<file path="src/rtl/overlay_pkg.sv">
package overlay_pkg;

	// ~~~~~~~~~~~~~~~~~~~~~~~~~~~~~~~~~~~~~~~~~~~~~~~~~~~~~~~~~~~~
	// Pixel word: opaque flag on top, then RGB 3-3-2
	// ~~~~~~~~~~~~~~~~~~~~~~~~~~~~~~~~~~~~~~~~~~~~~~~~~~~~~~~~~~~~
	localparam int PIXEL_W    = 9;
	localparam int OPAQUE_BIT = 8;

	localparam int RED_W   = 3; // Bits 7:5
	localparam int GREEN_W = 3; // Bits 4:2
	localparam int BLUE_W  = 2; // Bits 1:0

	// ~~~~~~~~~~~~~~~~~~~~~~~~~~~~~~~~~~~~~~~~~~~~~~~~~~~~~~~~~~~~
	// Beam geometry
	// ~~~~~~~~~~~~~~~~~~~~~~~~~~~~~~~~~~~~~~~~~~~~~~~~~~~~~~~~~~~~
	localparam int COORD_W = 10; // Beam counters and sprite position

	localparam int DEF_SPRITE_W = 150;
	localparam int DEF_SPRITE_H = 25;

endpackage

</file>
<file path="src/rtl/sprite_bitmap.sv">
`timescale 1ns/100ps

module sprite_bitmap
	import overlay_pkg::*;
#(
	parameter int depth = 64,
	parameter int adr_w = 6
) (
	input  logic               clock,
	input  logic               we,
	input  logic [adr_w-1:0]   wadr,
	input  logic [PIXEL_W-1:0] wdata,
	input  logic [adr_w-1:0]   rd_adr,
	output logic [PIXEL_W-1:0] rd_data
);

	logic [PIXEL_W-1:0] mem [depth];

	// ~~~~~~~~~~~~~~~~~~~~~~~~~~~~~~~~~~~~~~~~~~~~~~~~~~~~~~~~~~~~
	// Bus write port
	// ~~~~~~~~~~~~~~~~~~~~~~~~~~~~~~~~~~~~~~~~~~~~~~~~~~~~~~~~~~~~
	always_ff @(posedge clock)
	begin
		if (we)
			mem[wadr] <= wdata;
	end

	// ~~~~~~~~~~~~~~~~~~~~~~~~~~~~~~~~~~~~~~~~~~~~~~~~~~~~~~~~~~~~
	// Pixel read port
	// ~~~~~~~~~~~~~~~~~~~~~~~~~~~~~~~~~~~~~~~~~~~~~~~~~~~~~~~~~~~~
	always_ff @(posedge clock)
	begin
		rd_data <= mem[rd_adr]; // Old word when written on the same edge
	end

endmodule

</file>
<file path="config.mk">
export PLATFORM = sky130hd
export DESIGN_NAME = sprite_bitmap
export DESIGN_NICKNAME = d
export VERILOG_FILES = /design/src/rtl/overlay_pkg.sv /design/src/rtl/sprite_bitmap.sv
export SDC_FILE = /design/constraint.sdc
export NUM_CORES = 1
export LEC_CHECK = 0
export CAP_MARGIN = 30
export CORE_MARGIN = 4
export CORE_UTILIZATION = 45
export DETAILED_ROUTE_END_ITERATION = 8
export DONT_BUFFER_PORTS = 1
export PLACE_DENSITY = 0.64
export SETUP_SLACK_MARGIN = 0.02
export SKIP_LAST_GASP = 1
export SLEW_MARGIN = 20
export SYNTH_ARGS = -nofsm -noshare
export SYNTH_HDL_FRONTEND = slang
export SYNTH_SLANG_ARGS = --single-unit
</file>
<file path="constraint.sdc">
create_clock -name clock -period 2.1 [get_ports clock]
set_clock_uncertainty 0.1 [all_clocks]
set_input_delay 0.42 -clock clock [delete_from_list [all_inputs] [get_ports clock]]
set_output_delay 0.42 -clock clock [all_outputs]
set_load 0.02 [all_outputs]
</file>
== Word level (Yosys, flattened, before mapping) ==
Memories as Yosys holds them, arrays and structs flattened. A register that Yosys moved wholly into a read port is not among the register bits.
Index checks and enable logic that the tools add are counted.
Operators by class
  mux-type cells: 2
Operators with widths (count)
  $mux 1: 2
Storage, ports and cells
  memory bits (writable): 576
  logic and storage cells: 3
  input port bits: 23
  register bits after elaboration: 0
  output and inout port bits: 9
  memories: 1
Memories
  mem: words 64, bits a word 9, read ports 1, clocked after memory_dff 1, write ports 1, line sprite_bitmap.sv:17  | logic [PIXEL_W-1:0] mem [depth];

== Depth between registers and ports, before layout ==
  word-level depth: 2
  gate-level depth with buffers: 9

== Least setup slack after synthesis ==
Ideal clock, no wire load.
  kind: input to register
  start point: input rd_adr[1]
  end point: register rd_data[2], read port of mem
  path buffers: 3
  stages: 7
  slack: -163 ps
  setup time: 122 ps
  arrival time: 2041 ps
  path through: buf_2 buf_2 clkbuf_1 mux4_2 a22oi_1 nand2_1 a221o_1
RTL lines
  from (decl): line sprite_bitmap.sv:13  | input logic [adr_w-1:0] rd_adr,
  to (decl): line sprite_bitmap.sv:14  | output logic [PIXEL_W-1:0] rd_data

==> flow_summary.yaml <==
place:
  gp_congestion: 0.782
  io_buffers: 0
  place_ws_ps: -114
  dp.cells: 1724
  dp_hpwl_um: 27500
finish:
  drive_gt1_share_pct: 28.2
  nNetsFinal: 1152
  syn_to_final_growth_pct: 14.5
  stdcell_count: 1838
  fill_cells: 3823
  diodes: 0
pwr:
  switching_power_mw: 4.61
  vdd_ir_drop_max_v: 0.000638
  p_leak_nw: 8.20
  p_comb_share_pct: 3.9
  clockPowerShare_pct: 41.4
  p_sw_share_pct: 19.4
  seqPwrFrac_pct: 54.7
  p_int_mw: 19.2
  power.density_mw_per_mm2: 918
yosys:
  syn_avg_cell_area_um2: 22.2
  synth-seq-cells: 585
  syn_inst: 1020
  ys.flop_type: "edfxtp_1"
  yosysWarnings: 0
  async_flop_share_pct: 0
  synth-edff-count: 576
  synth_area_mm2: 0.0226
  synth_fp_nets: 1043
  ys_seq_area_share_pct: 77.4
  synth_cell_types: 37
global_routing:
  grt_use_total_pct: 18.4
  first_global_vias: 10800
  grt_max_degree: 139
  grt_pass1_wl_um: 72700
  antenna_found_initial: 0
  grt_overflow_total: 0
timing:
  slew_violations: 0
  post-route-period-util_pct: 95.9
  timing.final.ws_setup_ps: 85.2
  setup_viol: 0
  rsz0062_at_grt: "false"
  finalHoldViolations: 0
  post-route-min-period_ps: 2010
  max_slew_margin_pct: 49.1
  worstMarginPinSlew_ps: 745
  fmax_mhz: 496
routing:
  via_count: 10500
  wl_um: 48600
  firstDrtPassIters: 7
  via_per_inst: 5.73
  wl_per_cell_um: 26.4
  drcViolationCount: 0
  first_iter_violations: 1054
  antenna_left: 0
worst_setup_path:
  critical_path.max_stage_delay_ps: 500
  worstSetupPathType: "flip-flop to flip-flop"
  crit_fanout: 1
  worst_path_max_delay_cell: "mux4_2"
  r2r_cells: 5
  required_ps: 2480
  critical_path.cell_chain: "mux4_2 > nor2b_1 > a211oi_1 > a2111oi_0 > a221o_1"
  cp-end-kind: "flip-flop"
  start_kind: "flip-flop"
  cp.arrival_ps: 2400
clock_network:
  htreeDepth: 2
  clkTransAtPathRegs_ps: 60
  cts_tree: "done"
  post_cts.repair.setup_buffers: 0
  cts_inserted_buffers: 55
  clk_latency_ps: 600
  cts.sinks: 585
  clk_path_buf_depth: 3
  cts-root-buf: "clkbuf_16"
job:
  max-cap-violations: 0
hold_path:
  worstHoldPathType: "primary input to flip-flop"
  holdPathStages: 2
die:
  core_region_area_mm2: 0.0493
  die_area_mm2: 0.0539
  io_pins: 32
  num_rows: 81
  die_w_um: 232
  die_h_um: 232
  start_util_pct: 45.9
status:
  status: "complete, no violations"
[area by class of cell]
class,count,area [um^2],share of cell area [%]
Tap cell,664,831,3.21
Clock buffer,83,1540,5.96
Clock inverter,19,241,0.933
Sequential cell,585,17500,67.5
Inverter,1,3.75,0.0145
Timing Repair Buffer,106,983,3.80
Multi-Input combinational cell,380,4800,18.5
[routing by layer]
layer  vias up  GRT usage, %  share of wire (%)
li1       4524             -                  -
met1      5583          25.6                 42
met2       346          30.0                 49
met3        82          4.00                6.6
met4         0          5.12                2.5
met5         -             0                  0
[power groups by stage]
stage	registers, mW	clock network, mW	logic, mW
after floorplan	13.2	0	0.683
after global placement	13.2	0	0.681
after detailed placement	13.2	0	0.686
after CTS	13.0	10.0	0.931
after global routing	13.0	10.6	0.982
final	13.0	9.84	0.923
[cell usage in the layout, fill, tap and decap left out, drive strengths merged]
master,instances
bufinv,6
nand4b,1
a21oi,5
nand3,12
edfxtp,576
nand3b,3
mux4,151
a2111oi,6
o221ai,5
nor2b,14
o21bai,3
nand2b,6
buf,103
a22oi,17
clkinv,12
a221o,3
mux2,4
nor3,2
nor2,70
inv,2
dlygate4sd3,3
dfxtp,9
mux2i,22
o22ai,8
o21ai,5
or3,1
and2,4
clkbuf,83
or3b,1
o2111ai,2
nand4,2
nor3b,1
o211ai,5
nand2,24
a211oi,3
[state kept, by name, indices dropped and copies added, names as in the netlist]
register  flops
mem         576
rd_data       9
[Yosys cell counts (2+ instances only)]
master / n / share of area [%]
a2111oi_0: 6 / 0.23
a211oi_1: 3 / 0.10
a21oi_1: 5 / 0.11
a221o_1: 3 / 0.13
a22oi_1: 17 / 0.56
and2_1: 4 / 0.11
buf_12: 2 / 0.18
buf_2: 14 / 0.31
buf_4: 9 / 0.30
buf_6: 5 / 0.25
clkbuf_1: 23 / 0.38
dfxtp_1: 9 / 0.80
edfxtp_1: 576 / 77
mux2_2: 4 / 0.20
mux2i_1: 22 / 0.97
mux4_1: 8 / 0.93
mux4_2: 143 / 14
nand2_1: 24 / 0.40
nand2b_1: 6 / 0.17
nand3_1: 12 / 0.27
nand3b_1: 3 / 0.10
nand4_1: 2 / 0.055
nor2_1: 70 / 1.2
nor2b_1: 14 / 0.39
nor3_1: 2 / 0.044
o2111ai_1: 2 / 0.078
o211ai_1: 5 / 0.17
o21ai_1: 5 / 0.11
o21bai_1: 3 / 0.10
o221ai_1: 5 / 0.19
o22ai_1: 8 / 0.22
[repair_timing]
item | CTS | global route
gates resized for setup | 0 | 5
setup endpoints to repair | 0 | 2
hold buffers | 12 | 0
hold endpoints to repair | 582 | 0
[worst max-delay path, delay by kind of cell (launching register included)]
family	cells	cell delay, ps
multiplexers	1	500
flip-flops	1	360
AND/OR/NAND/NOR	1	150
AO/OA/AOI/OAI	3	800
[path summary, 6_finish.rpt]
kind | from | endpoint | slack, ps
max | mem[11][2] | rd_data[2] | 90
max reg2reg | mem[11][2] | rd_data[2] | 90
min reg2reg | mem[44][5] | rd_data[5] | 750
min | rd_adr[5] | rd_data[5] | 40
[per-stage QoR]
step | area [um^2] | setup TNS [ps] | hold slack, ps | total power [mW] | utilization (%)
global route | 25900 | 0 | 18.0 | 24.6 | 52.5
global placement | 23800 | -236 | 426 | 13.9 | 48.3
CTS | 25900 | 0 | 13.0 | 24.0 | 52.5
detailed placement | 23800 | -286 | 425 | 13.9 | 48.3
floorplan | 22600 | -3340 | 419 | 13.9 | -
finish | 25900 | 0 | 42.8 | 23.8 | 52.5
[logic make-up after synthesis]
logic type             after synthesis  share of synthesized area, %
flip-flops                         585                          77.4
multiplexers                       177                          16.4
AND/OR/NAND/NOR                    141                          2.83
AO/OA/AOI/OAI                       62                          2.01
buffers and inverters               55                          1.45
No activity file was read; power rests on OpenSTA's default activity.
