===== config.mk =====
export PLATFORM = sky130hd
export DESIGN_NAME = sprite_window
export DESIGN_NICKNAME = d
export VERILOG_FILES = /design/src/rtl/overlay_pkg.sv /design/src/rtl/sprite_window.sv
export SDC_FILE = /design/constraint.sdc
export NUM_CORES = 1
export LEC_CHECK = 0
export ABC_AREA = 1
export CELL_PAD_IN_SITES_DETAIL_PLACEMENT = 0
export CELL_PAD_IN_SITES_GLOBAL_PLACEMENT = 2
export CORE_ASPECT_RATIO = 2
export CORE_MARGIN = 2
export CORE_UTILIZATION = 31
export CTS_CLUSTER_SIZE = 20
export DETAILED_ROUTE_END_ITERATION = 6
export DONT_BUFFER_PORTS = 1
export PLACE_DENSITY_LB_ADDON = 0.05
export SETUP_SLACK_MARGIN = 0.02
export SYNTH_ARGS = -nofsm -noshare
export SYNTH_HDL_FRONTEND = slang
export SYNTH_SLANG_ARGS = --single-unit

===== constraint.sdc =====
create_clock -name clock -period 0.8 [get_ports clock]
set_clock_uncertainty 0.2 [all_clocks]
set_input_delay 0 -clock clock [delete_from_list [all_inputs] [get_ports clock]]
set_output_delay 0 -clock clock [all_outputs]
set_load 0.1 [all_outputs]

===== src/rtl/overlay_pkg.sv =====
package overlay_pkg;

	// ~~~~~~~~~~~~~~~~~~~~~~~~~~~~~~~~~~~~~~~~~~~~~~~~~~~~~~~~~~~~
	// Pixel word: opaque flag on top, then RGB 3-3-2
	// ~~~~~~~~~~~~~~~~~~~~~~~~~~~~~~~~~~~~~~~~~~~~~~~~~~~~~~~~~~~~
	localparam int PIXEL_W    = 9;
	localparam int OPAQUE_BIT = 8;

	localparam int RED_W   = 3; // Bits 7:5
	localparam int GREEN_W = 3; // Bits 4:2
	localparam int BLUE_W  = 2; // Bits 1:0

	// ~~~~~~~~~~~~~~~~~~~~~~~~~~~~~~~~~~~~~~~~~~~~~~~~~~~~~~~~~~~~
	// Beam geometry
	// ~~~~~~~~~~~~~~~~~~~~~~~~~~~~~~~~~~~~~~~~~~~~~~~~~~~~~~~~~~~~
	localparam int COORD_W = 10; // Beam counters and sprite position

	localparam int DEF_SPRITE_W = 150;
	localparam int DEF_SPRITE_H = 25;

endpackage


===== src/rtl/sprite_window.sv =====
`timescale 1ns/100ps

module sprite_window
	import overlay_pkg::*;
#(
	parameter int sprite_w     = 8,
	parameter int sprite_h     = 8,
	parameter int bitmap_adr_w = 6
) (
	input  logic                    clock,
	input  logic                    arst_n,
	input  logic [COORD_W-1:0]      hcount,
	input  logic [COORD_W-1:0]      vcount,
	input  logic [COORD_W-1:0]      pos_x,
	input  logic [COORD_W-1:0]      pos_y,
	output logic                    in_window,
	output logic [bitmap_adr_w-1:0] rd_adr
);

	logic [COORD_W-1:0]      col;
	logic [COORD_W-1:0]      row;
	logic                    hit_x;
	logic                    hit_y;
	logic [bitmap_adr_w-1:0] adr;

	// ~~~~~~~~~~~~~~~~~~~~~~~~~~~~~~~~~~~~~~~~~~~~~~~~~~~~~~~~~~~~
	// Hit test
	// ~~~~~~~~~~~~~~~~~~~~~~~~~~~~~~~~~~~~~~~~~~~~~~~~~~~~~~~~~~~~
	assign col = hcount - pos_x; // Wrapped value is masked by the lower bound test
	assign row = vcount - pos_y;

	assign hit_x = (hcount >= pos_x) && (col < sprite_w);
	assign hit_y = (vcount >= pos_y) && (row < sprite_h);

	// Row major, one word per pixel
	assign adr = (hit_x && hit_y) ? bitmap_adr_w'(row * sprite_w + col) : '0;

	// ~~~~~~~~~~~~~~~~~~~~~~~~~~~~~~~~~~~~~~~~~~~~~~~~~~~~~~~~~~~~
	// Stage one
	// ~~~~~~~~~~~~~~~~~~~~~~~~~~~~~~~~~~~~~~~~~~~~~~~~~~~~~~~~~~~~
	always_ff @(posedge clock or negedge arst_n)
	begin
		if (!arst_n)
		begin
			in_window <= 1'b0;
			rd_adr    <= '0;
		end
		else
		begin
			in_window <= hit_x & hit_y;
			rd_adr    <= adr;
		end
	end

endmodule


# Word-level counts from Yosys, hierarchy flattened
# Index checks and enable logic that the tools add are counted.
[word_totals] register_bits=7 inputBits=42 output_inout_bits=7 elab_cells=14
[classes] n_addsub=3 order_cmp=4 n_mux=1 n_bitwise=1 n_reduce_logical=3
[ops] operator="$ge A10 B10 Y1" count=2
[ops] operator="$lt A10 B4 Y1 const B" count=2
[ops] operator="$sub A10 B10 Y10" count=2
[ops] operator="$add A6 B6 Y6" count=1
[ops] operator="$mux W6" count=1
[ops] operator="$logic_and A1 B1 Y1" count=3
[ops] operator="$and A1 B1 Y1" count=1

# Logic depth before layout (Yosys ltp)
[depth] ltp_word=5 depth_mapped=16 ltp_nobuf=16

# Worst setup path after synthesis
# OpenSTA, ideal clock, no wires.
[synth_path] path_kind="in2reg" from="in pos_x[2]" to="reg rd_adr[5]" setup_ns=0.120 arrival_ns=1.696 required_time_ns=0.480 setup_slack_ns=-1.216 path_stages=13 n_path_buf=0 path_cell_list="inv_1 -> ha_1 -> a21oi_1 -> nand2_1 -> nand2_1 -> nand2_1 -> inv_1 -> ha_1 -> inv_1 -> fa_1 -> xnor2_1 -> xnor2_1 -> nor2_1"
[synth_via] elab_chain_cells=5 elab_cells_between_ends=7 classes_between="2 x add/sub; 2 x order compare; 1 x mux; 2 x reduce/logical"
[synth_lines] item="from (decl)" line="sprite_window.sv:14" text="input logic [COORD_W-1:0] pos_x,"
[synth_lines] item="$sub A10 B10 Y10" line="sprite_window.sv:29" text="assign col = hcount - pos_x;"
[synth_lines] item="$lt A10 B4 Y1" line="sprite_window.sv:32" text="assign hit_x = (hcount >= pos_x) && (col < sprite_w);"
[synth_lines] item="$logic_and A1 B1 Y1" line="sprite_window.sv:32"
[synth_lines] item="$logic_and A1 B1 Y1" line="sprite_window.sv:36" text="assign adr = (hit_x && hit_y) ? bitmap_adr_w'(row * sprite_w + col) : '0;"
[synth_lines] item="$mux W6 *" line="sprite_window.sv:36"
[synth_lines] item="named net adr[5]" line="sprite_window.sv:24" text="logic [bitmap_adr_w-1:0] adr;"
[synth_lines] item="to (signal assigned)" line="sprite_window.sv:51" text="rd_adr <= adr;"
[synth_lines] item="to (decl)" line="sprite_window.sv:17" text="output logic [bitmap_adr_w-1:0] rd_adr"
# Mark *: on every way through the listed nets, which the timed path passes. The rest lies on a longest branch.

# Worst setup path after layout
# Ends and elaborated chain as after synthesis.

==> metrics.txt <==
via count of the first global-routing pass 1559; area of the die 5480 sq um; count of synthesis-stage warnings from yosys 0; # IOs 49; deepest clock path buffer count 2; nets 391; antenna violation net count after detailed routing 0; Fillers 538; syn nets 337; number of unique standard cell types used by synthesis 19; total power density per cell area 1040 nW/um^2; Routed WL 3.80 mm; DRT iter0 DRCs 25; H-Tree Depth 1; class of the most critical hold timing path input port to flop; unrepaired setup endpoints after global routing true; maximum vdd ir drop 0.000820 V; setup slack after placement -1150 ps; count of endpoints failing hold in the final timing report 9; Die Y-Extent 103 um; crit path capture type flop; post-layout total power 2.31 mW; first-pass GRT wire length 6.21 mm; final RePlAce weighted congestion 0.760; total via count in the routed design 1665; Final period util 2.09; most frequent standard cell in the layout excluding fill and tap cells nand2_1; starting density of the core 0.317; total global-route track usage 0.146; violations in the final reports negative hold slack, negative setup slack; Rel. slew slack 0.800; post-route worst setup slack -874 ps; Yosys reg bits 7; Finish-stage setup viols 14; DRC violation count after routing 0; CTS sink count 7; Rows 36; Min-Delay Endpoint rd_adr[0]; number of buffers created by CTS 3; pin count of the biggest net entering global routing 8; core outline area 4770 sq um; sum of negative setup slack -7290 ps; leakage power figure 1.30 nW; arrival time worst endpoint 1590 ps; area of all placed cells without fillers 2220 sq um; share of final-layout standard cells stronger than drive strength 1 0.299; average wire length per cell after detail routing 9.96 um; average size of a mapped cell 5.58 sq um; remaining global-route overflow 0; first-pass iteration count of the detailed router 4; Via density 4.37; Critical Path Start Type input port; part of the Yosys area used for sequential elements 0.116; FF+latch area 201 sq um; number of buffers added to fix hold violations after cts 1; final-report max-slew violation count 0; worst hold path depth 3; highest clock rate 597 MHz; Crit Path Category input port to flop; commonest non-fill, non-tap cells in the layout nand2_1 (87), inv_1 (63), buf_4 (48); Ant. Diodes 0; Area Overhead vs Synth 46.9%; width of the die 53.4 um; Multi-input gate area 1220 sq um; clock root buffer clkbuf_8; worst hold start pos_x[0]; port bufs 0; Netlist Area Pre-Place 1510 sq um; half-perimeter wire length after placement 3.39 mm; non-filler cells, final 381; worst-margin pin slew 299 ps; MaxCap Viol Count 0; largest driver fanout on the critical path 4; post-layout min period 1670 ps; post-route worst hold slack -166 ps; TritonCTS clock tree built; total cell area at the placement stage 2040 sq um; outcome finished, violations left; Gate Count Post-Synth 271; final core utilization 0.465; number of antenna violations at the first check in global routing 0; Data required, critical path 710 ps; number of instances in the placed design 372; clock-pin slew on the worst setup and hold paths 40 ps
==> sequential cells by signal (all words and copies together) (netlist names) <==
register,count
in_window,1
rd_adr,6
==> cell usage after synthesis (all sizes together) <==
cell type,n,area [sq um]
nor2,23,88.8
nand3,23,120
nor3,1,5.00
xnor2,4,35.0
nand3b,3,22.5
o21ai,2,10.0
ha,21,263
fa,3,60.1
nand4,4,25.0
nand2,96,368
a21oi,10,50.1
o21bai,1,7.51
dfrtp,7,175
or2,1,8.76
inv,71,267
a31oi,1,6.26
==> cell type report <==
cell class / instances / area share
Inverter: 71 / 0.139
Timing Repair Buffer: 49 / 0.167
Sequential cell: 7 / 0.0908
Tap cell: 57 / 0.0321
Multi-Input combinational cell: 193 / 0.551
Clock buffer: 4 / 0.0203
==> report_power, final <==
group          leakage [nW]  internal, mW  switching (mW)
clock network        0.0228         0.345           0.154
logic                  1.19         0.724           0.735
registers            0.0838         0.356       0.0000717
==> how the worst max path moves through the flow <==
stage | start | end | depth (start not counted) | slack (ps)
after global routing | hcount[0] | rd_adr[3] | 15 | -1020
after CTS | pos_x[2] | rd_adr[5] | 13 | -920
after global placement | pos_x[2] | rd_adr[5] | 13 | -1150
after floorplan | pos_x[2] | rd_adr[5] | 13 | -1040
after detailed placement | hcount[0] | rd_adr[5] | 12 | -1150
final | pos_x[2] | rd_adr[5] | 12 | -870
==> layer usage <==
metal | wire (um) | GRT usage | vias up
met5 | 0 | 0 | -
met4 | 44 | 0.0414 | 0
met3 | 114 | 0.0116 | 6
met2 | 2020 | 0.274 | 32
met1 | 1610 | 0.168 | 706
li1 | - | - | 921
==> worst max-delay path: stages <==
cell     delay (ps)
inv_12           10
ha_4            280
nand3_1         110
nand3_1         120
nand2_2          80
inv_2            50
ha_2            150
inv_2            40
fa_2            390
xnor2_2         150
xnor2_1         150
nor2_1           60
==> logic make-up after synthesis <==
logic type / count (synthesis) / share of synthesized area
AOI/OAI and AO/OA: 14 / 0.0488
DFF: 7 / 0.116
adders and majority gates: 24 / 0.214
and+or+nand+nor: 151 / 0.422
xor gates and xnor gates: 4 / 0.0232
buffers and inverters: 71 / 0.176
==> repair_timing <==
| action | CTS | global route |
|---|---|---|
| pin swaps | 10 | 14 |
| endpoints found under the setup margin | 14 | 14 |
| endpoints found under the hold margin | 9 | 9 |
| setup buffers | 2 | 2 |
| gates cloned | 0 | 0 |
| resized for setup | 4 | 22 |
Note: power is estimated with default switching activity, not from simulation.
