## config.mk

```make
export PLATFORM = sky130hd
export DESIGN_NAME = overlay_regs
export DESIGN_NICKNAME = d
export VERILOG_FILES = /design/src/rtl/overlay_pkg.sv /design/src/rtl/regmap_pkg.sv /design/src/rtl/overlay_regs.sv
export SDC_FILE = /design/constraint.sdc
export NUM_CORES = 1
export LEC_CHECK = 0
export ABC_CLOCK_PERIOD_IN_PS = 1800
export BUFFER_PORTS_ARGS = -buffer_cell sky130_fd_sc_hd__buf_2
export CAP_MARGIN = 5
export CORE_ASPECT_RATIO = 1.5
export CORE_MARGIN = 2
export CORE_UTILIZATION = 40
export CTS_CLUSTER_SIZE = 40
export DETAILED_ROUTE_END_ITERATION = 6
export PLACE_DENSITY_LB_ADDON = 0.25
export SLEW_MARGIN = 20
export SYNTH_ARGS = -nofsm -noshare
export SYNTH_HDL_FRONTEND = slang
export SYNTH_SLANG_ARGS = --single-unit
```

## constraint.sdc

```tcl
create_clock -name clock -period 1.8 [get_ports clock]
set_clock_uncertainty 0.2 [all_clocks]
set_input_delay 0.09 -clock clock [delete_from_list [all_inputs] [get_ports clock]]
set_output_delay 0.09 -clock clock [all_outputs]
set_load 0.01 [all_outputs]
```

## src/rtl/overlay_pkg.sv

```systemverilog
package overlay_pkg;

	// ~~~~~~~~~~~~~~~~~~~~~~~~~~~~~~~~~~~~~~~~~~~~~~~~~~~~~~~~~~~~
	// Pixel word: opaque flag on top, then RGB 3-3-2
	// ~~~~~~~~~~~~~~~~~~~~~~~~~~~~~~~~~~~~~~~~~~~~~~~~~~~~~~~~~~~~
	localparam int PIXEL_W    = 9;
	localparam int OPAQUE_BIT = 8;

	localparam int RED_W   = 3; // Bits 7:5
	localparam int GREEN_W = 3; // Bits 4:2
	localparam int BLUE_W  = 2; // Bits 1:0

	// ~~~~~~~~~~~~~~~~~~~~~~~~~~~~~~~~~~~~~~~~~~~~~~~~~~~~~~~~~~~~
	// Beam geometry
	// ~~~~~~~~~~~~~~~~~~~~~~~~~~~~~~~~~~~~~~~~~~~~~~~~~~~~~~~~~~~~
	localparam int COORD_W = 10; // Beam counters and sprite position

	localparam int DEF_SPRITE_W = 150;
	localparam int DEF_SPRITE_H = 25;

endpackage

```

## src/rtl/regmap_pkg.sv

```systemverilog
package regmap_pkg;

	// ~~~~~~~~~~~~~~~~~~~~~~~~~~~~~~~~~~~~~~~~~~~~~~~~~~~~~~~~~~~~
	// Wishbone port geometry
	// ~~~~~~~~~~~~~~~~~~~~~~~~~~~~~~~~~~~~~~~~~~~~~~~~~~~~~~~~~~~~
	localparam int WB_ADR_W = 13; // Word address
	localparam int WB_DAT_W = 16;

	// ~~~~~~~~~~~~~~~~~~~~~~~~~~~~~~~~~~~~~~~~~~~~~~~~~~~~~~~~~~~~
	// Register map
	// ~~~~~~~~~~~~~~~~~~~~~~~~~~~~~~~~~~~~~~~~~~~~~~~~~~~~~~~~~~~~
	localparam logic [WB_ADR_W-1:0] REG_CTRL  = WB_ADR_W'(0); // Bit 0 is enable
	localparam logic [WB_ADR_W-1:0] REG_POS_X = WB_ADR_W'(1);
	localparam logic [WB_ADR_W-1:0] REG_POS_Y = WB_ADR_W'(2);

	// Pixel index is row * width + column, data bits 8:0
	localparam logic [WB_ADR_W-1:0] BITMAP_BASE = WB_ADR_W'(4096);

endpackage

```

## src/rtl/overlay_regs.sv

```systemverilog
`timescale 1ns/100ps

module overlay_regs
	import overlay_pkg::*, regmap_pkg::*;
#(
	parameter int sprite_w     = 8,
	parameter int sprite_h     = 8,
	parameter int bitmap_depth = 64,
	parameter int bitmap_adr_w = 6
) (
	input  logic                    clock,
	input  logic                    arst_n,
	input  logic                    wb_cyc,
	input  logic                    wb_stb,
	input  logic                    wb_we,
	input  logic [WB_ADR_W-1:0]     wb_adr,
	input  logic [WB_DAT_W-1:0]     wb_dat_w,
	output logic [WB_DAT_W-1:0]     wb_dat_r,
	output logic                    wb_ack,
	output logic                    enable,
	output logic [COORD_W-1:0]      pos_x,
	output logic [COORD_W-1:0]      pos_y,
	output logic                    bitmap_we,
	output logic [bitmap_adr_w-1:0] bitmap_wadr,
	output logic [PIXEL_W-1:0]      bitmap_wdata
);

	logic                req;
	logic [WB_ADR_W-1:0] bmp_index;
	logic                bmp_hit;

	// The bitmap has to fit in the space above BITMAP_BASE
	if (bitmap_depth != sprite_w * sprite_h || bitmap_depth > 2**WB_ADR_W - BITMAP_BASE)
	begin : g_map_check
		$error("Sprite bitmap does not fit the register map");
	end

	// ~~~~~~~~~~~~~~~~~~~~~~~~~~~~~~~~~~~~~~~~~~~~~~~~~~~~~~~~~~~~
	// Decode
	// ~~~~~~~~~~~~~~~~~~~~~~~~~~~~~~~~~~~~~~~~~~~~~~~~~~~~~~~~~~~~
	assign req       = wb_cyc & wb_stb & ~wb_ack; // Gap of one cycle between accesses
	assign bmp_index = wb_adr - BITMAP_BASE;
	assign bmp_hit   = (wb_adr >= BITMAP_BASE) && (bmp_index < bitmap_depth);

	// Memory samples these on the edge that raises ack
	assign bitmap_we    = req & wb_we & bmp_hit;
	assign bitmap_wadr  = bmp_index[bitmap_adr_w-1:0];
	assign bitmap_wdata = wb_dat_w[PIXEL_W-1:0];

	always_ff @(posedge clock or negedge arst_n)
	begin
		if (!arst_n)
			wb_ack <= 1'b0;
		else
			wb_ack <= req;
	end

	// ~~~~~~~~~~~~~~~~~~~~~~~~~~~~~~~~~~~~~~~~~~~~~~~~~~~~~~~~~~~~
	// Control and position registers
	// ~~~~~~~~~~~~~~~~~~~~~~~~~~~~~~~~~~~~~~~~~~~~~~~~~~~~~~~~~~~~
	always_ff @(posedge clock or negedge arst_n)
	begin
		if (!arst_n)
		begin
			enable <= 1'b0;
			pos_x  <= '0;
			pos_y  <= '0;
		end
		else if (req && wb_we)
		begin
			case (wb_adr)
				REG_CTRL:  enable <= wb_dat_w[0];
				REG_POS_X: pos_x  <= wb_dat_w[COORD_W-1:0];
				REG_POS_Y: pos_y  <= wb_dat_w[COORD_W-1:0];
				default:   ; // Bitmap and unmapped words leave the registers alone
			endcase
		end
	end

	always_ff @(posedge clock or negedge arst_n)
	begin
		if (!arst_n)
			wb_dat_r <= '0;
		else if (req && !wb_we)
		begin
			case (wb_adr)
				REG_CTRL:  wb_dat_r <= WB_DAT_W'(enable);
				REG_POS_X: wb_dat_r <= WB_DAT_W'(pos_x);
				REG_POS_Y: wb_dat_r <= WB_DAT_W'(pos_y);
				default:   wb_dat_r <= '0; // Bitmap is write only
			endcase
		end
	end

endmodule

```

# After elaboration in Yosys (flattened, before gate mapping)
# Cells that the tools add are included.
dict set report totals {
  reg_bits 38
  word_cells 24
}
dict set report classes {
  add_sub_neg 1
  magnitude_cmp 2
  n_eq_ne 2
  muxes 1
  bitwise 5
  n_reduce_logical 8
}
# op count
set op_table {}
lappend op_table {{$pmux W10 S3} 1}
lappend op_table {{$eq A13 B1 Y1 const B} 1}
lappend op_table {{$eq A13 B2 Y1 const B} 1}
lappend op_table {{$ge A13 B13 Y1 const B} 1}
lappend op_table {{$logic_not A13 Y1} 1}
lappend op_table {{$lt A13 B7 Y1 const B} 1}
lappend op_table {{$sub A13 B13 Y13 const B} 1}
lappend op_table {{$reduce_and A2 Y1} 3}
lappend op_table {{$and A1 B1 Y1} 4}
lappend op_table {{$logic_and A1 B1 Y1} 3}
lappend op_table {{$logic_not A1 Y1} 1}
lappend op_table {{$not A1 Y1} 1}

# Longest topological paths before layout
dict set report logic_depth {
  word_depth 4
  mapped_depth 5
  depth_no_buf 4
}

# Worst setup path after synthesis
# Ideal clock, no wire load.
dict set report synth_path {
  kind {register to register}
  from {reg wb_ack}
  to {reg pos_y[0]}
  setup_ns 0.125
  t_arrival_ns 1.538
  required_time_ns 1.475
  slack_ns -0.063
  stages_incl_launch_ff 6
  period_less_slack_ns 1.863
  cell_sequence {dfrtp_1 > and3b_1 > nand2_1 > or3_1 > buf_6 > mux2_4}
}
dict set report synth_between {
  elab_chain_len 4
}
# element line_no
set synth_rtl {}
lappend synth_rtl {{from (decl)} overlay_regs.sv:19} ;# output logic wb_ack,
lappend synth_rtl {{from (signal assigned)} overlay_regs.sv:55} ;# wb_ack <= req;
lappend synth_rtl {{$not A1 Y1} overlay_regs.sv:41} ;# assign req = wb_cyc & wb_stb & ~wb_ack;
lappend synth_rtl {{$and A1 B1 Y1} overlay_regs.sv:41}
lappend synth_rtl {{via req} overlay_regs.sv:28} ;# logic req;
lappend synth_rtl {{$logic_and A1 B1 Y1} overlay_regs.sv:69} ;# else if (req && wb_we)
lappend synth_rtl {{$reduce_and A2 Y1 (no source line)} --}
lappend synth_rtl {{to (signal assigned)} overlay_regs.sv:74} ;# REG_POS_Y: pos_y <= wb_dat_w[COORD_W-1:0];
lappend synth_rtl {{to (decl)} overlay_regs.sv:22} ;# output logic [COORD_W-1:0] pos_y,
# The timed path passes the listed nets, and every way through them passes these cells.
# A chain may end at the register's enable or synchronous reset.

# Worst setup path after layout
dict set report layout_path {
  from {reg wb_ack}
  to {reg pos_y[3]}
}
# Same word-level chain as after synthesis.

==> summary.txt <==
Residual DRC = 0
Min Hold Slack = 0.0538 ns
unrepaired setup endpoints after global routing = true
outcome = finished clean
crit start category = register
Synth Cell Area = 0.00162 mm^2
final setup fails = 0
initial antenna violation count = 0
largest net degree at the start of global routing = 33
Clock Tree Buf Depth = 2
PwrDens = 632 mW/mm^2
post-synthesis cell count = 137
HPWL Detailed = 2.86 mm
critical path endpoint category = register
Hold Crit Class = primary input to register
Synth warnings = 0
crit path max fanout = 5
Die X = 55.9 um
global routing's busiest layer = met2
Die Height = 81.9 um
critical path arrival = 1.76 ns
gr usage total = 18.1%
worst setup margin = 0.00147 ns
GR Util met2 = 32.9%
Buffers on Ports = 75
drt total wl = 3.91 mm
Finished Cell Area = 0.00225 mm^2
Core Area = 0.00392 mm^2
vias = 1273
Root Driver = clkbuf_8
pre-CTS setup slack = -0.0545 ns
vias in the first global route = 1350
Clock H-tree levels = 2
IR drop worst, VDD = 0.575 mV
met3 Use GR = 5.67%
compound-gate portion of the synthesized area = 7.96%
num rows = 28
Iter 0 DRT Violations = 42
Rel. slew slack = 52.4%
# diodes = 0
Slew Viols, Final = 0
xor/xnor share of the synthesized area = 0%
Distinct cells, synth = 27
Worst Max-Slew Pin Slew = 0.714 ns
post-synthesis adder-cell area fraction = 0%
post-synthesis simple-gate area fraction = 13.4%
CP Class = register to register
post-place instance area = 0.00199 mm^2
clock sink total = 32
Routed WL per cell = 14.5 um
first-pass GRT wire length = 6.27 mm
CTS buffer count = 5
grt ovf = 0
RePlAce Congestion = 0.814
post-synthesis sequential area ratio = 49.5%
worst endpoint required time = 1.76 ns
P&R area growth vs syn = 38.9%
minimum clock period = 1.80 ns
Fmax = 556 MHz
Starting Density = 41.3%
Lkg Pwr = 1.31 nW
final net count = 257
commonest non-fill, non-tap cell in the layout = buf_2
largest family of logic cells by synthesized area = multiplexers
full die area = 0.00458 mm^2
multiplexer fraction of the synthesized cell area = 17.5%
clock latency on the worst-skew pair = 0.28 ns
max-cap viol count = 0
most frequent cells in the layout = buf_2, dfrtp_1, nand2_1, mux2_4, dlygate4sd3_1
Final ANT Viol Nets = 0
num ports = 88
Post-Syn Area per Cell = 11.8 um^2
TritonCTS clock tree = done
synthesized flop and latch total = 32
Final Hold Violating Endpoints = 0
met1 Usage GRT = 19.7%
share of layout cells above drive strength 1 = 54.9%
post-DR vias/cell = 4.73
Clk pin slew, worst setup/hold paths = 0.06 ns
Final Power = 1.42 mW
period utilisation layout = 99.9%
Detailed Routing Iterations Pass 1 = 4
# fillers = 386
[metal layers]
layer	share of wire, %	routed length [um]
met3	7.2	282
met4	1.6	64
met2	51	1980
met1	41	1590
met5	0	0
[synthesized netlist by cell type]
library cell	number	area [um^2]
dfrtp_1	32	801
buf_4	21	158
nand2_1	20	75.1
mux2_2	11	124
a21o_1	10	75.1
mux2_4	10	150
o21ai_0	9	45.0
nor2_1	3	11.3
clkbuf_1	2	7.51
nor4_4	2	42.5
and3b_1	1	8.76
buf_1	1	3.75
buf_6	1	11.3
conb_1	1	3.75
inv_1	1	3.75
mux2i_1	1	10.0
nand3_1	1	5.00
nand4_1	1	6.26
nand4_2	1	12.5
nand4bb_1	1	11.3
nor2_2	1	6.26
nor3_1	1	5.00
nor3_2	1	10.0
nor3b_1	1	7.51
nor4bb_1	1	10.0
o32ai_1	1	8.76
or3_1	1	6.26
[cell families (layout without fill, tap and decap cells)]
group / after synthesis / count (layout)
compound gates: 20 / 20
buf+inv: 26 / 108
flops: 32 / 32
simple gates: 36 / 36
mux: 22 / 22
other cells: 1 / 6
[final timing paths]
| path | slack, ns | from | end | depth (start not counted) |
|---|---|---|---|---|
| worst max-delay path | 0.001 | wb_ack | pos_y[3] | 5 |
| min in group asynchronous | 0.19 | arst_n | wb_dat_r[9] | 2 |
| max in group asynchronous | 0.75 | arst_n | pos_x[7] | 2 |
| worst min-delay path | 0.05 | wb_adr[1] | enable | 3 |
| worst min register to register | 0.29 | wb_dat_r[0] | wb_dat_r[0] | 1 |
| worst max register to register | 0.001 | wb_ack | pos_y[3] | 5 |
[stage by stage]
| step | instances | setup TNS [ns] | util (%) |
|---|---|---|---|
| after floorplan | 142 | -0.525 | - |
| after global placement | 248 | -0.305 | 50.8 |
| after detailed placement | 248 | -0.439 | 50.8 |
| after CTS | 268 | 0 | 56.4 |
| after global routing | 269 | -0.740 | 57.3 |
| final | 269 | 0 | 57.3 |
[sequential cells by signal (all words and copies together) (netlist names)]
name,flops
enable,1
pos_x,10
pos_y,10
wb_ack,1
wb_dat_r,10
[cell type report]
cell class	instances	area, um^2	share of cell area, %
clock buffer	8	90.1	4.01
tap	45	56.3	2.50
timing repair buffer	99	603	26.8
multi-input combinational	84	694	30.9
sequential	32	801	35.6
inverter	1	3.75	0.167
[what timing repair did]
item                                   4_1_cts  5_1_grt
hold buffers                                11        0
gates resized for setup                      3        7
endpoints found under the hold margin       53        0
setup endpoints to repair                   17       20
buffers inserted                             1        1
pin swaps                                    2        0
[worst max-delay path, cell delays in order (launching register included)]
cell and delay, ns:
dfrtp_1 0.38, and3b_1 0.25, nand2_2 0.06, or3_4 0.34, buf_6 0.15, mux2_4 0.30
[power breakdown]
part	internal [mW]	leakage, nW	switching [mW]
Clock	0.311	0.0455	0.245
Combinational	0.0665	0.818	0.0763
Sequential	0.721	0.446	0.000772
Total	1.10	1.31	0.322
Note: power is estimated with default switching activity, not from simulation.
